<file path="src/design/sha_hub_macros.svh">
`ifndef SHA_HUB_MACROS_SVH
`define SHA_HUB_MACROS_SVH

`default_nettype none

// ----------------------------------------
// bus geometry

`define SHA_HUB_DATA_W       32            // bus data width
`define SHA_HUB_ADDR_W       20            // decoded address bits

// ----------------------------------------
// message FIFO

`define SHA_HUB_FIFO_DEPTH   32            // FIFO entries
`define SHA_HUB_FIFO_CNT_W   6             // count holds 0 .. depth

// ----------------------------------------
// hash geometry

`define SHA_HUB_HASH_WORDS   8             // H0 .. H7
`define SHA_HUB_BLOCK_WORDS  16            // 512 bit block
`define SHA_HUB_ROUNDS       64            // compression rounds

// version word, major / minor / build
`define SHA_HUB_VERSION      32'h0201_0003

`default_nettype wire

`endif

</file>
<file path="src/design/sha256_pkg.sv">
`include "sha_hub_macros.svh"
`default_nettype none

package sha256_pkg;

  typedef logic [`SHA_HUB_DATA_W-1:0] sha_word_t;

  // engine FSM
  typedef enum logic [2:0] {
    ST_IDLE,                       // waiting for start
    ST_LOAD,                       // fill schedule from FIFO
    ST_ROUND,                      // 64 compression rounds
    ST_ADD,                        // fold working vars into H
    ST_DONE                        // hash valid, waiting for start
  } sha_state_e;

  // ----------------------------------------
  // round constants K[0..63]
  parameter sha_word_t sha_k [0:`SHA_HUB_ROUNDS-1] = '{
    32'h428a2f98, 32'h71374491, 32'hb5c0fbcf, 32'he9b5dba5,
    32'h3956c25b, 32'h59f111f1, 32'h923f82a4, 32'hab1c5ed5,
    32'hd807aa98, 32'h12835b01, 32'h243185be, 32'h550c7dc3,
    32'h72be5d74, 32'h80deb1fe, 32'h9bdc06a7, 32'hc19bf174,
    32'he49b69c1, 32'hefbe4786, 32'h0fc19dc6, 32'h240ca1cc,
    32'h2de92c6f, 32'h4a7484aa, 32'h5cb0a9dc, 32'h76f988da,
    32'h983e5152, 32'ha831c66d, 32'hb00327c8, 32'hbf597fc7,
    32'hc6e00bf3, 32'hd5a79147, 32'h06ca6351, 32'h14292967,
    32'h27b70a85, 32'h2e1b2138, 32'h4d2c6dfc, 32'h53380d13,
    32'h650a7354, 32'h766a0abb, 32'h81c2c92e, 32'h92722c85,
    32'ha2bfe8a1, 32'ha81a664b, 32'hc24b8b70, 32'hc76c51a3,
    32'hd192e819, 32'hd6990624, 32'hf40e3585, 32'h106aa070,
    32'h19a4c116, 32'h1e376c08, 32'h2748774c, 32'h34b0bcb5,
    32'h391c0cb3, 32'h4ed8aa4a, 32'h5b9cca4f, 32'h682e6ff3,
    32'h748f82ee, 32'h78a5636f, 32'h84c87814, 32'h8cc70208,
    32'h90befffa, 32'ha4506ceb, 32'hbef9a3f7, 32'hc67178f2
  };

  // initial hash, H0 first
  parameter sha_word_t sha_h_init [0:`SHA_HUB_HASH_WORDS-1] = '{
    32'h6a09e667, 32'hbb67ae85, 32'h3c6ef372, 32'ha54ff53a,
    32'h510e527f, 32'h9b05688c, 32'h1f83d9ab, 32'h5be0cd19
  };

endpackage

`default_nettype wire

</file>
<file path="src/design/sha_hub_reg_pkg.sv">
`include "sha_hub_macros.svh"
`default_nettype none

package sha_hub_reg_pkg;

  // byte addresses seen on the system bus
  typedef enum logic [`SHA_HUB_ADDR_W-1:0] {
    REG_CTRL         = 20'h00000,  // hub control, rw
    REG_STATUS       = 20'h00004,  // hub status, ro
    REG_VERSION      = 20'h0000C,  // version word, ro
    REG_SHA_CTRL     = 20'h00100,  // engine control, rw
    REG_SHA_STATUS   = 20'h00104,  // engine status, ro
    REG_SHA_PUSH     = 20'h0010C,  // message word push, wo
    REG_SHA_HASH_H7  = 20'h00110,  // least significant hash word
    REG_SHA_HASH_H6  = 20'h00114,
    REG_SHA_HASH_H5  = 20'h00118,
    REG_SHA_HASH_H4  = 20'h0011C,
    REG_SHA_HASH_H3  = 20'h00120,
    REG_SHA_HASH_H2  = 20'h00124,
    REG_SHA_HASH_H1  = 20'h00128,
    REG_SHA_HASH_H0  = 20'h0012C,  // most significant hash word
    REG_SHA_FIFO_CNT = 20'h00130   // FIFO occupancy, ro
  } reg_addr_e;

  // REG_CTRL bit positions
  typedef enum int unsigned {
    CTRL_ENABLE = 0                // hub enable
  } ctrl_bit_e;

  // REG_SHA_CTRL bit positions
  typedef enum int unsigned {
    SHA_CTRL_ENABLE = 0,           // engine enable
    SHA_CTRL_RESET  = 1            // one-shot, clears itself
  } sha_ctrl_bit_e;

endpackage

`default_nettype wire

</file>
<file path="src/design/sha256_core.sv">
`timescale 1ns/100ps
`include "sha_hub_macros.svh"
`default_nettype none

module sha256_core
  import sha256_pkg::*;
(
  input  wire        bus_clk,
  input  wire        rstn_i,
  input  wire        start_i,
  output logic       ready_o,                          // idle or done
  input  wire        fifo_empty_i,
  input  sha_word_t  fifo_data_i,
  output logic       pop_o,
  output logic       hash_valid_o,
  output logic [`SHA_HUB_HASH_WORDS*`SHA_HUB_DATA_W-1:0] hash_o
);

  sha_state_e state_q;
  logic [5:0] cnt_q;                                   // load word / round index
  sha_word_t  h_q [0:`SHA_HUB_HASH_WORDS-1];           // H0 .. H7
  sha_word_t  v_q [0:`SHA_HUB_HASH_WORDS-1];           // working vars a .. h
  sha_word_t  w_q [0:`SHA_HUB_BLOCK_WORDS-1];          // rolling schedule, w_q[0] is W[t]
  sha_word_t  t1;
  sha_word_t  t2;
  sha_word_t  w_new;                                   // W[t+16]
  logic       load_last;

  function automatic sha_word_t rotr(sha_word_t x, int unsigned n);
    return (x >> n) | (x << (`SHA_HUB_DATA_W - n));
  endfunction

  // ----------------------------------------
  // round datapath

  always_comb begin
    t1 = v_q[7] + (rotr(v_q[4], 6) ^ rotr(v_q[4], 11) ^ rotr(v_q[4], 25))
         + ((v_q[4] & v_q[5]) ^ (~v_q[4] & v_q[6]))   // ch(e,f,g)
         + sha_k[cnt_q] + w_q[0];
    t2 = (rotr(v_q[0], 2) ^ rotr(v_q[0], 13) ^ rotr(v_q[0], 22))
         + ((v_q[0] & v_q[1]) ^ (v_q[0] & v_q[2]) ^ (v_q[1] & v_q[2]));  // maj
    w_new = (rotr(w_q[14], 17) ^ rotr(w_q[14], 19) ^ (w_q[14] >> 10)) + w_q[9]
            + (rotr(w_q[1], 7) ^ rotr(w_q[1], 18) ^ (w_q[1] >> 3)) + w_q[0];
  end

  assign pop_o     = (state_q == ST_LOAD) & ~fifo_empty_i;   // stall while FIFO is dry
  assign load_last = pop_o & (cnt_q == 6'(`SHA_HUB_BLOCK_WORDS - 1));

  generate
    for (genvar i = 0; i < `SHA_HUB_HASH_WORDS; i++) begin : g_hash
      assign hash_o[(`SHA_HUB_HASH_WORDS-1-i)*`SHA_HUB_DATA_W +: `SHA_HUB_DATA_W] = h_q[i];
    end
  endgenerate

  // ----------------------------------------
  // control FSM

  always_ff @(posedge bus_clk) begin
    if (!rstn_i) begin
      state_q      <= ST_IDLE;
      cnt_q        <= '0;
      ready_o      <= 1'b0;
      hash_valid_o <= 1'b0;
    end else begin
      case (state_q)
        ST_IDLE, ST_DONE: begin
          ready_o <= ~start_i;
          if (start_i) begin
            state_q      <= ST_LOAD;
            cnt_q        <= '0;
            hash_valid_o <= 1'b0;                      // result dropped on a new message
          end
        end
        ST_LOAD: begin
          if (load_last) begin
            state_q <= ST_ROUND;
            cnt_q   <= '0;
          end else if (pop_o) begin
            cnt_q <= cnt_q + 1'b1;
          end
        end
        ST_ROUND: begin
          if (cnt_q == 6'(`SHA_HUB_ROUNDS - 1)) state_q <= ST_ADD;
          cnt_q <= cnt_q + 1'b1;                       // wraps to 0 after round 63
        end
        ST_ADD: begin
          cnt_q <= '0;
          if (!fifo_empty_i) begin
            state_q <= ST_LOAD;                        // next block of the message
          end else begin
            state_q      <= ST_DONE;
            hash_valid_o <= 1'b1;
            ready_o      <= 1'b1;
          end
        end
        default: state_q <= ST_IDLE;
      endcase
    end
  end

  // ----------------------------------------
  // hash, working vars and schedule

  always_ff @(posedge bus_clk) begin
    case (state_q)
      ST_IDLE, ST_DONE: begin
        if (start_i) h_q <= sha_h_init;
      end
      ST_LOAD: begin
        if (pop_o) begin
          for (int i = 0; i < `SHA_HUB_BLOCK_WORDS - 1; i++) w_q[i] <= w_q[i+1];
          w_q[`SHA_HUB_BLOCK_WORDS-1] <= fifo_data_i;  // message words enter at the top
        end
        if (load_last) v_q <= h_q;                     // a..h from current H
      end
      ST_ROUND: begin
        for (int i = 0; i < `SHA_HUB_BLOCK_WORDS - 1; i++) w_q[i] <= w_q[i+1];
        w_q[`SHA_HUB_BLOCK_WORDS-1] <= w_new;
        v_q[0] <= t1 + t2;
        v_q[1] <= v_q[0];
        v_q[2] <= v_q[1];
        v_q[3] <= v_q[2];
        v_q[4] <= v_q[3] + t1;
        v_q[5] <= v_q[4];
        v_q[6] <= v_q[5];
        v_q[7] <= v_q[6];
      end
      ST_ADD: begin
        for (int i = 0; i < `SHA_HUB_HASH_WORDS; i++) h_q[i] <= h_q[i] + v_q[i];
      end
      default: ;
    endcase
  end

endmodule

`default_nettype wire

</file>
<file path="src/design/sha_hub_regs.sv">
`timescale 1ns/100ps
`include "sha_hub_macros.svh"
`default_nettype none

module sha_hub_regs
  import sha_hub_reg_pkg::*;
  import sha256_pkg::*;
(
  input  wire                          bus_clk,
  input  wire                          bus_rstn,
  input  wire [`SHA_HUB_ADDR_W-1:0]    sys_addr_i,
  input  sha_word_t                    sys_wdata_i,
  input  wire                          sys_wen_i,
  input  wire                          sys_ren_i,
  output sha_word_t                    sys_rdata_o,
  output logic                         sys_ack_o,
  output logic                         hub_enabled_o,
  output logic                         push_o,          // one word into the FIFO
  output sha_word_t                    push_data_o,
  input  wire [`SHA_HUB_FIFO_CNT_W-1:0] fifo_count_i,
  input  wire                          fifo_empty_i,
  input  wire                          fifo_afull_i,
  input  wire                          fifo_full_i,
  output logic                         eng_rstn_o,      // gated engine reset
  output logic                         start_o,         // one-cycle start pulse
  input  wire                          ready_i,
  input  wire                          hash_valid_i,
  input  wire [`SHA_HUB_HASH_WORDS*`SHA_HUB_DATA_W-1:0] hash_i
);

  sha_word_t  ctrl_q;                                   // REG_CTRL
  sha_word_t  sha_ctrl_q;                               // REG_SHA_CTRL
  sha_word_t  hash_q [0:`SHA_HUB_HASH_WORDS-1];         // index 0 is H7 at 0x110
  logic       hash_valid_q;                             // edge detect
  logic [2:0] hash_idx;
  sha_word_t  status_w;
  sha_word_t  sha_status_w;
  sha_word_t  rd_data;

  assign hub_enabled_o = ctrl_q[CTRL_ENABLE];

  // ----------------------------------------
  // bus writes

  always_ff @(posedge bus_clk) begin
    if (!bus_rstn) begin
      ctrl_q     <= '0;
      sha_ctrl_q <= '0;
      push_o     <= 1'b0;
    end else begin
      sha_ctrl_q[SHA_CTRL_RESET] <= 1'b0;               // one-shot drops after a cycle
      push_o <= 1'b0;
      if (sys_wen_i) begin
        case (sys_addr_i)
          REG_CTRL:     ctrl_q <= sys_wdata_i;
          REG_SHA_CTRL: sha_ctrl_q <= sys_wdata_i;
          REG_SHA_PUSH: push_o <= 1'b1;                 // full FIFO drops it
          default: ;                                    // ro or unmapped, ignored
        endcase
      end
    end
  end

  always_ff @(posedge bus_clk) begin
    if (sys_wen_i && sys_addr_i == REG_SHA_PUSH) begin
      push_data_o <= sys_wdata_i;
    end
  end

  // ----------------------------------------
  // engine reset and auto start

  always_ff @(posedge bus_clk) begin
    if (!bus_rstn) begin
      eng_rstn_o <= 1'b0;
    end else begin
      eng_rstn_o <= ctrl_q[CTRL_ENABLE] & sha_ctrl_q[SHA_CTRL_ENABLE]
                    & ~sha_ctrl_q[SHA_CTRL_RESET];
    end
  end

  // start once data waits and the engine sits idle without a pending result
  always_ff @(posedge bus_clk) begin
    if (!eng_rstn_o) begin
      start_o <= 1'b0;
    end else begin
      start_o <= ~fifo_empty_i & ready_i & ~hash_valid_i & ~start_o;
    end
  end

  // hash capture on rising edge of valid
  always_ff @(posedge bus_clk) begin
    if (!eng_rstn_o) begin
      hash_valid_q <= 1'b0;
      for (int i = 0; i < `SHA_HUB_HASH_WORDS; i++) begin
        hash_q[i] <= '0;
      end
    end else begin
      hash_valid_q <= hash_valid_i;
      if (hash_valid_i && !hash_valid_q) begin
        for (int i = 0; i < `SHA_HUB_HASH_WORDS; i++) begin
          hash_q[i] <= hash_i[i*`SHA_HUB_DATA_W +: `SHA_HUB_DATA_W];  // H7 sits in the low word
        end
      end
    end
  end

  // ----------------------------------------
  // read mux

  assign hash_idx     = sys_addr_i[4:2] - 3'd4;         // 0x110 -> 0, 0x12C -> 7
  assign status_w     = {27'b0, eng_rstn_o, 3'b0, ctrl_q[CTRL_ENABLE]};
  assign sha_status_w = {25'b0, fifo_full_i, fifo_afull_i, fifo_empty_i,
                         2'b0, hash_valid_i, ready_i};

  always_comb begin
    rd_data = '0;                                       // unmapped reads return zero
    case (sys_addr_i)
      REG_CTRL:         rd_data = ctrl_q;
      REG_STATUS:       rd_data = status_w;
      REG_VERSION:      rd_data = `SHA_HUB_VERSION;
      REG_SHA_CTRL:     rd_data = sha_ctrl_q;
      REG_SHA_STATUS:   rd_data = sha_status_w;
      REG_SHA_HASH_H7, REG_SHA_HASH_H6, REG_SHA_HASH_H5, REG_SHA_HASH_H4,
      REG_SHA_HASH_H3, REG_SHA_HASH_H2, REG_SHA_HASH_H1, REG_SHA_HASH_H0:
        rd_data = hash_q[hash_idx];
      REG_SHA_FIFO_CNT:
        rd_data = {{(`SHA_HUB_DATA_W-`SHA_HUB_FIFO_CNT_W){1'b0}}, fifo_count_i};
      default: ;
    endcase
  end

  // ack every strobe, one cycle later
  always_ff @(posedge bus_clk) begin
    if (!bus_rstn) begin
      sys_ack_o   <= 1'b0;
      sys_rdata_o <= '0;
    end else begin
      sys_ack_o <= sys_wen_i | sys_ren_i;
      if (sys_ren_i) begin
        sys_rdata_o <= rd_data;
      end
    end
  end

endmodule

`default_nettype wire

</file>
<file path="src/design/sha_hub_top.sv">
`timescale 1ns/100ps
`include "sha_hub_macros.svh"
`default_nettype none

module sha_hub_top
  import sha256_pkg::*;
(
  input  wire                       bus_clk,
  input  wire                       bus_rstn,        // sync, active low
  input  wire [`SHA_HUB_ADDR_W-1:0] sys_addr_i,
  input  sha_word_t                 sys_wdata_i,
  input  wire                       sys_wen_i,       // write strobe
  input  wire                       sys_ren_i,       // read strobe
  output sha_word_t                 sys_rdata_o,
  output logic                      sys_ack_o,
  output logic                      hub_enabled_o
);

  // FIFO link
  logic                          push;
  sha_word_t                     push_data;
  logic                          pop;
  sha_word_t                     fifo_data;
  logic [`SHA_HUB_FIFO_CNT_W-1:0] fifo_count;
  logic                          fifo_empty;
  logic                          fifo_afull;
  logic                          fifo_full;

  // engine link
  logic                          eng_rstn;         // gated reset for FIFO and core
  logic                          start;
  logic                          ready;
  logic                          hash_valid;
  logic [`SHA_HUB_HASH_WORDS*`SHA_HUB_DATA_W-1:0] hash;

  sha_hub_regs i_regs (
    .bus_clk       (bus_clk),
    .bus_rstn      (bus_rstn),
    .sys_addr_i    (sys_addr_i),
    .sys_wdata_i   (sys_wdata_i),
    .sys_wen_i     (sys_wen_i),
    .sys_ren_i     (sys_ren_i),
    .sys_rdata_o   (sys_rdata_o),
    .sys_ack_o     (sys_ack_o),
    .hub_enabled_o (hub_enabled_o),
    .push_o        (push),
    .push_data_o   (push_data),
    .fifo_count_i  (fifo_count),
    .fifo_empty_i  (fifo_empty),
    .fifo_afull_i  (fifo_afull),
    .fifo_full_i   (fifo_full),
    .eng_rstn_o    (eng_rstn),
    .start_o       (start),
    .ready_i       (ready),
    .hash_valid_i  (hash_valid),
    .hash_i        (hash)
  );

  word_fifo i_fifo (
    .bus_clk     (bus_clk),
    .rstn_i      (eng_rstn),
    .push_i      (push),
    .push_data_i (push_data),
    .pop_i       (pop),
    .fifo_data_o (fifo_data),
    .count_o     (fifo_count),
    .empty_o     (fifo_empty),
    .afull_o     (fifo_afull),
    .full_o      (fifo_full)
  );

  sha256_core i_core (
    .bus_clk      (bus_clk),
    .rstn_i       (eng_rstn),
    .start_i      (start),
    .ready_o      (ready),
    .fifo_empty_i (fifo_empty),
    .fifo_data_i  (fifo_data),
    .pop_o        (pop),
    .hash_valid_o (hash_valid),
    .hash_o       (hash)
  );

endmodule

`default_nettype wire

</file>
<file path="src/design/word_fifo.sv">
`timescale 1ns/100ps
`include "sha_hub_macros.svh"
`default_nettype none

module word_fifo
  import sha256_pkg::*;
(
  input  wire                           bus_clk,
  input  wire                           rstn_i,       // gated engine reset
  input  wire                           push_i,
  input  sha_word_t                     push_data_i,
  input  wire                           pop_i,
  output sha_word_t                     fifo_data_o,  // head word, valid when not empty
  output logic [`SHA_HUB_FIFO_CNT_W-1:0] count_o,
  output logic                          empty_o,
  output logic                          afull_o,      // one slot left
  output logic                          full_o
);

  localparam int PTR_W = `SHA_HUB_FIFO_CNT_W - 1;

  sha_word_t        mem [0:`SHA_HUB_FIFO_DEPTH-1];
  logic [PTR_W-1:0] wr_ptr_q;
  logic [PTR_W-1:0] rd_ptr_q;
  logic             do_push;
  logic             do_pop;

  assign do_push = push_i & ~full_o;                  // overflow drops the word
  assign do_pop  = pop_i & ~empty_o;

  always_ff @(posedge bus_clk) begin
    if (!rstn_i) begin
      wr_ptr_q <= '0;
      rd_ptr_q <= '0;
      count_o  <= '0;
    end else begin
      if (do_push) wr_ptr_q <= wr_ptr_q + 1'b1;       // pointers wrap at depth
      if (do_pop)  rd_ptr_q <= rd_ptr_q + 1'b1;
      count_o <= count_o + {{PTR_W{1'b0}}, do_push} - {{PTR_W{1'b0}}, do_pop};
    end
  end

  always_ff @(posedge bus_clk) begin
    if (do_push) mem[wr_ptr_q] <= push_data_i;
  end

  assign fifo_data_o = mem[rd_ptr_q];
  assign empty_o     = (count_o == '0);
  assign full_o      = (count_o == `SHA_HUB_FIFO_CNT_W'(`SHA_HUB_FIFO_DEPTH));
  assign afull_o     = (count_o == `SHA_HUB_FIFO_CNT_W'(`SHA_HUB_FIFO_DEPTH - 1));

endmodule

`default_nettype wire

</file>
<file path="config.mk">
export PLATFORM = sky130hd
export DESIGN_NAME = sha_hub_top
export DESIGN_NICKNAME = d
export VERILOG_FILES = /design/src/design/sha256_pkg.sv /design/src/design/sha_hub_reg_pkg.sv /design/src/design/sha256_core.sv /design/src/design/sha_hub_regs.sv /design/src/design/sha_hub_top.sv /design/src/design/word_fifo.sv
export VERILOG_INCLUDE_DIRS = /design/src /design/src/design
export SDC_FILE = /design/constraint.sdc
export NUM_CORES = 2
export LEC_CHECK = 0
export ABC_AREA = 1
export BUFFER_PORTS_ARGS = -buffer_cell sky130_fd_sc_hd__buf_2
export CAP_MARGIN = 20
export CORE_AREA = 2 2 720 722
export DETAILED_ROUTE_END_ITERATION = 8
export DIE_AREA = 0 0 722 724
export PLACE_DENSITY_LB_ADDON = 0.3
export SETUP_SLACK_MARGIN = 0.4
export SYNTH_ARGS = -nofsm -noshare
export SYNTH_HDL_FRONTEND = slang
export SYNTH_HIERARCHICAL = 1
export SYNTH_SLANG_ARGS = --single-unit
export TNS_END_PERCENT = 5
</file>
<file path="constraint.sdc">
create_clock -name bus_clk -period 31.7 [get_ports bus_clk]
set_input_delay 1.585 -clock bus_clk [delete_from_list [all_inputs] [get_ports bus_clk]]
set_output_delay 1.585 -clock bus_clk [all_outputs]
set_load 0.02 [all_outputs]
</file>
==> flow_summary.json <==
{
  "crit_path_top_delay_cell": "dfxtp_1",
  "drtAntennaViolNets": 0,
  "outcome": "finished clean",
  "synthFlopType": "edfxtp_1",
  "synth_area_leaders": "edfxtp_1 55%, nand2_1 9.5%, nand3_1 4.6%, inv_1 4.2%, ha_1 4.1%",
  "crit_path_max_incr_delay_ns": 0.75,
  "worstSetupPathType": "flop to flop",
  "cts_tree": "done",
  "holdBufCountCts": 0,
  "num_rows": 264,
  "crit_path_max_fanout": 14,
  "portBuffers": 89,
  "syn_nets": 13676,
  "syn_avg_cell_area_um2": 9.86,
  "drt_first_pass_iters": 6,
  "power_density_mw_per_mm2": 47.4,
  "min_to": "i_core/w_q[1][46]",
  "preCtsSetupSlack_ns": 23.63,
  "arrival_ns": 8.85,
  "drive_above_1_share_pct": 6.76,
  "io_pins": 90,
  "grt_max_degree": 203,
  "setup_slack_ns": 23.53,
  "cp-startpoint": "i_core/cnt_q[1]",
  "grt_antenna_before_repair": 17,
  "min_from": "i_core/w_q[1][78]",
  "cts.repair.resized": 0,
  "start_kind": "flop",
  "cp_data_required_time_ns": 32.38,
  "drc": 0,
  "numCtsBuffers": 284,
  "wl_um": 486000,
  "core_mm2": 0.515,
  "h-tree-depth": 5,
  "rr_endpoint": "i_core/v_q[250]",
  "clock_latency_ns": 0.99,
  "area_growth_pct": 13.2,
  "yosys_warnings": 6,
  "fin_util_pct": 28.2,
  "maxSlewHeadroom_pct": 19.5,
  "grt_first_pass_wirelength_um": 680000,
  "worstMarginPinSlew_ns": 1.20,
  "root_buffer": "clkbuf_16",
  "yosysSeqAreaShare_pct": 56.8,
  "yosysTopAreaCell": "edfxtp_1",
  "cpMostUsedCell": "nand2_1",
  "netlist_instances": 12999,
  "ys_types": 81,
  "drt_iter0_markers": 10400,
  "rsz0062_at_grt": "no",
  "postCtsSetupBuffers": 0,
  "final.min_clock_period_ns": 8.17,
  "hold_viol": 0,
  "worstRegToRegCells": 30,
  "r2r_start": "i_core/cnt_q[1]",
  "clk_pin_slew_ns": 0.06,
  "synth_edf_count": 2336,
  "hold_class": "flop to flop",
  "fin_crit_sh_pct": 25.8,
  "grt_pass1_vias": 89691,
  "r2r_setup_slack_ns": 23.53,
  "routabilityCongestion": 0.974,
  "gr-total-overflow": 0,
  "slew_viol_final": 0,
  "synth-seq-cells": 2469,
  "critPathCaptureType": "flop",
  "p_leak_nw": 56.5,
  "vias": 95478,
  "tns_ns": 0,
  "skew_ns": 0.0814,
  "die_area_mm2": 0.523,
  "max_freq_mhz": 122,
  "cts_buffer_depth": 4,
  "netlist_area_mm2": 0.128,
  "start_util_pct": 24.9,
  "async_flop_share_pct": 0,
  "yosysTopAreaCellShare_pct": 54.7,
  "power_mw": 6.88,
  "routedWlPerCell_um": 24.2,
  "whs_path_depth": 0,
  "setup_viol": 0,
  "layout.nets": 13714,
  "vdd_drop_max_uv": 42.1,
  "fp.dieW_um": 722,
  "cts_sinks": 2469,
  "cap_violations": 0,
  "post_drt_via_cell_ratio": 4.76,
  "dieHeight_um": 724,
  "grtUsageTotal_pct": 18.0,
  "hpwl_um": 341000
}
## cell usage in the layout (no fill, tap or decap), drive strengths merged, types with 4 or more instances in the layout
cell type     n
fa          198
o22ai         8
nand4        90
clkinv      112
diode         7
a2111oi       4
a311oi        5
a31oi        98
o21bai       61
nor2        901
o311ai       11
o21ai       806
nand2      3248
a221oi       26
buf         234
xnor2       171
clkinvlp     10
xor2        169
nor3        119
a21boi       33
bufinv       20
o221a         6
nand3b       12
o31ai        13
inv        1449
a21o         82
a211oi       20
a31o          6
clkbuf      367
a21oi       639
edfxtp     2336
ha          423
nand3      1177
o211ai       24
dfxtp       133
o2111ai       6
nor4         25
o221ai       18
o21a         57
or2         127
## kinds of logic after synthesis
family          count (synthesis)  synth area share, %
simple gates                 5704                 18.6
flops                        2469                 56.8
buf+inv                      1927                 6.37
xor+xnor                      340                 2.32
mux                             1              0.00781
compound gates               1936                 8.66
fa+ha+maj                     622                 7.23
## routing by layer
metal | part of all wire, % | up-vias | GRT usage, %
met4 | 4.0 | 0 | 6.45
li1 | - | 44285 | -
met5 | 0 | - | 0
met3 | 6.3 | 612 | 2.44
met1 | 44 | 47271 | 24.8
met2 | 46 | 3310 | 28.8
## worst max-delay path by stage
stage / to / slack [ns] / cells after the start
floorplan: i_regs/hash_q[0][0] / 12.26 / 2
global placement: i_core/v_q[250] / 23.62 / 30
detailed placement: i_core/v_q[250] / 23.63 / 30
CTS: i_core/v_q[250] / 23.58 / 30
global route: i_core/v_q[250] / 22.91 / 30
finish: i_core/v_q[250] / 23.53 / 30
## worst max-delay path, delay by kind of cell, from the launching register on
kind | cells | cell delay [ns]
AO/OA/AOI/OAI | 9 | 2.24
adder cells (fa/ha/maj) | 5 | 2.22
AND/OR/NAND/NOR | 12 | 1.94
flip-flops | 1 | 0.75
buffers and inverters | 3 | 0.49
XOR/XNOR | 1 | 0.25
## power breakdown
part	internal [mW]	switching [mW]	total [mW]
combinational	0.0164	0.0587	0.0751
clock	1.90	1.39	3.29
sequential	3.51	0.00124	3.52
total	5.43	1.45	6.88
## stage by stage
stage / hold slack [ns] / instance area [µm²] / instances
2_1_floorplan: 0.398 / 128000 / 12999
3_3_place_gp: 0.400 / 136000 / 19528
3_5_place_dp: 0.402 / 136000 / 19529
4_1_cts: 0.356 / 145000 / 20042
5_1_grt: 0.371 / 145000 / 20048
6_report: 0.370 / 145000 / 20054
## cell usage after synthesis, drive strengths merged, types with 2 or more instances
cell type,n
nor3,119
a211oi,20
a2111oi,4
and2,2
a311oi,5
o21bai,61
o22ai,8
xor2,169
nand3b,12
o21ai,806
a221oi,26
inv,1440
a21oi,639
nand3,1177
a31o,6
o221a,6
a21boi,33
clkbuf,181
o2111ai,6
nor4,25
o31ai,13
nor3b,3
edfxtp,2336
xnor2,171
o211ai,24
nor2,901
nand2,3248
o32ai,2
a21o,82
nand4,90
a211o,3
fa,198
clkinv,5
a221o,3
ha,423
o311ai,11
a22oi,3
buf,301
dfxtp,133
o21a,57
a31oi,98
or2,127
o221ai,18
## cell type report
type,instances,area [µm²]
well taps,6783,8490
flip-flops and latches,2469,72800
diodes,7,17.5
inverters,1445,5470
clock buffers,367,7770
clock inverters,146,1330
multi-input cells,8603,47500
fillers,54362,370000
repair buffers,234,1710
## sequential cells by signal (all words and copies together), names as in the netlist, 256 cells and up, named ones only
signal and cells:
i_core/hash_o 256, i_core/v_q 256, i_regs/hash_q 256, i_core/w_q 512, i_fifo/mem 1024
(Power assumes the default switching activity.)
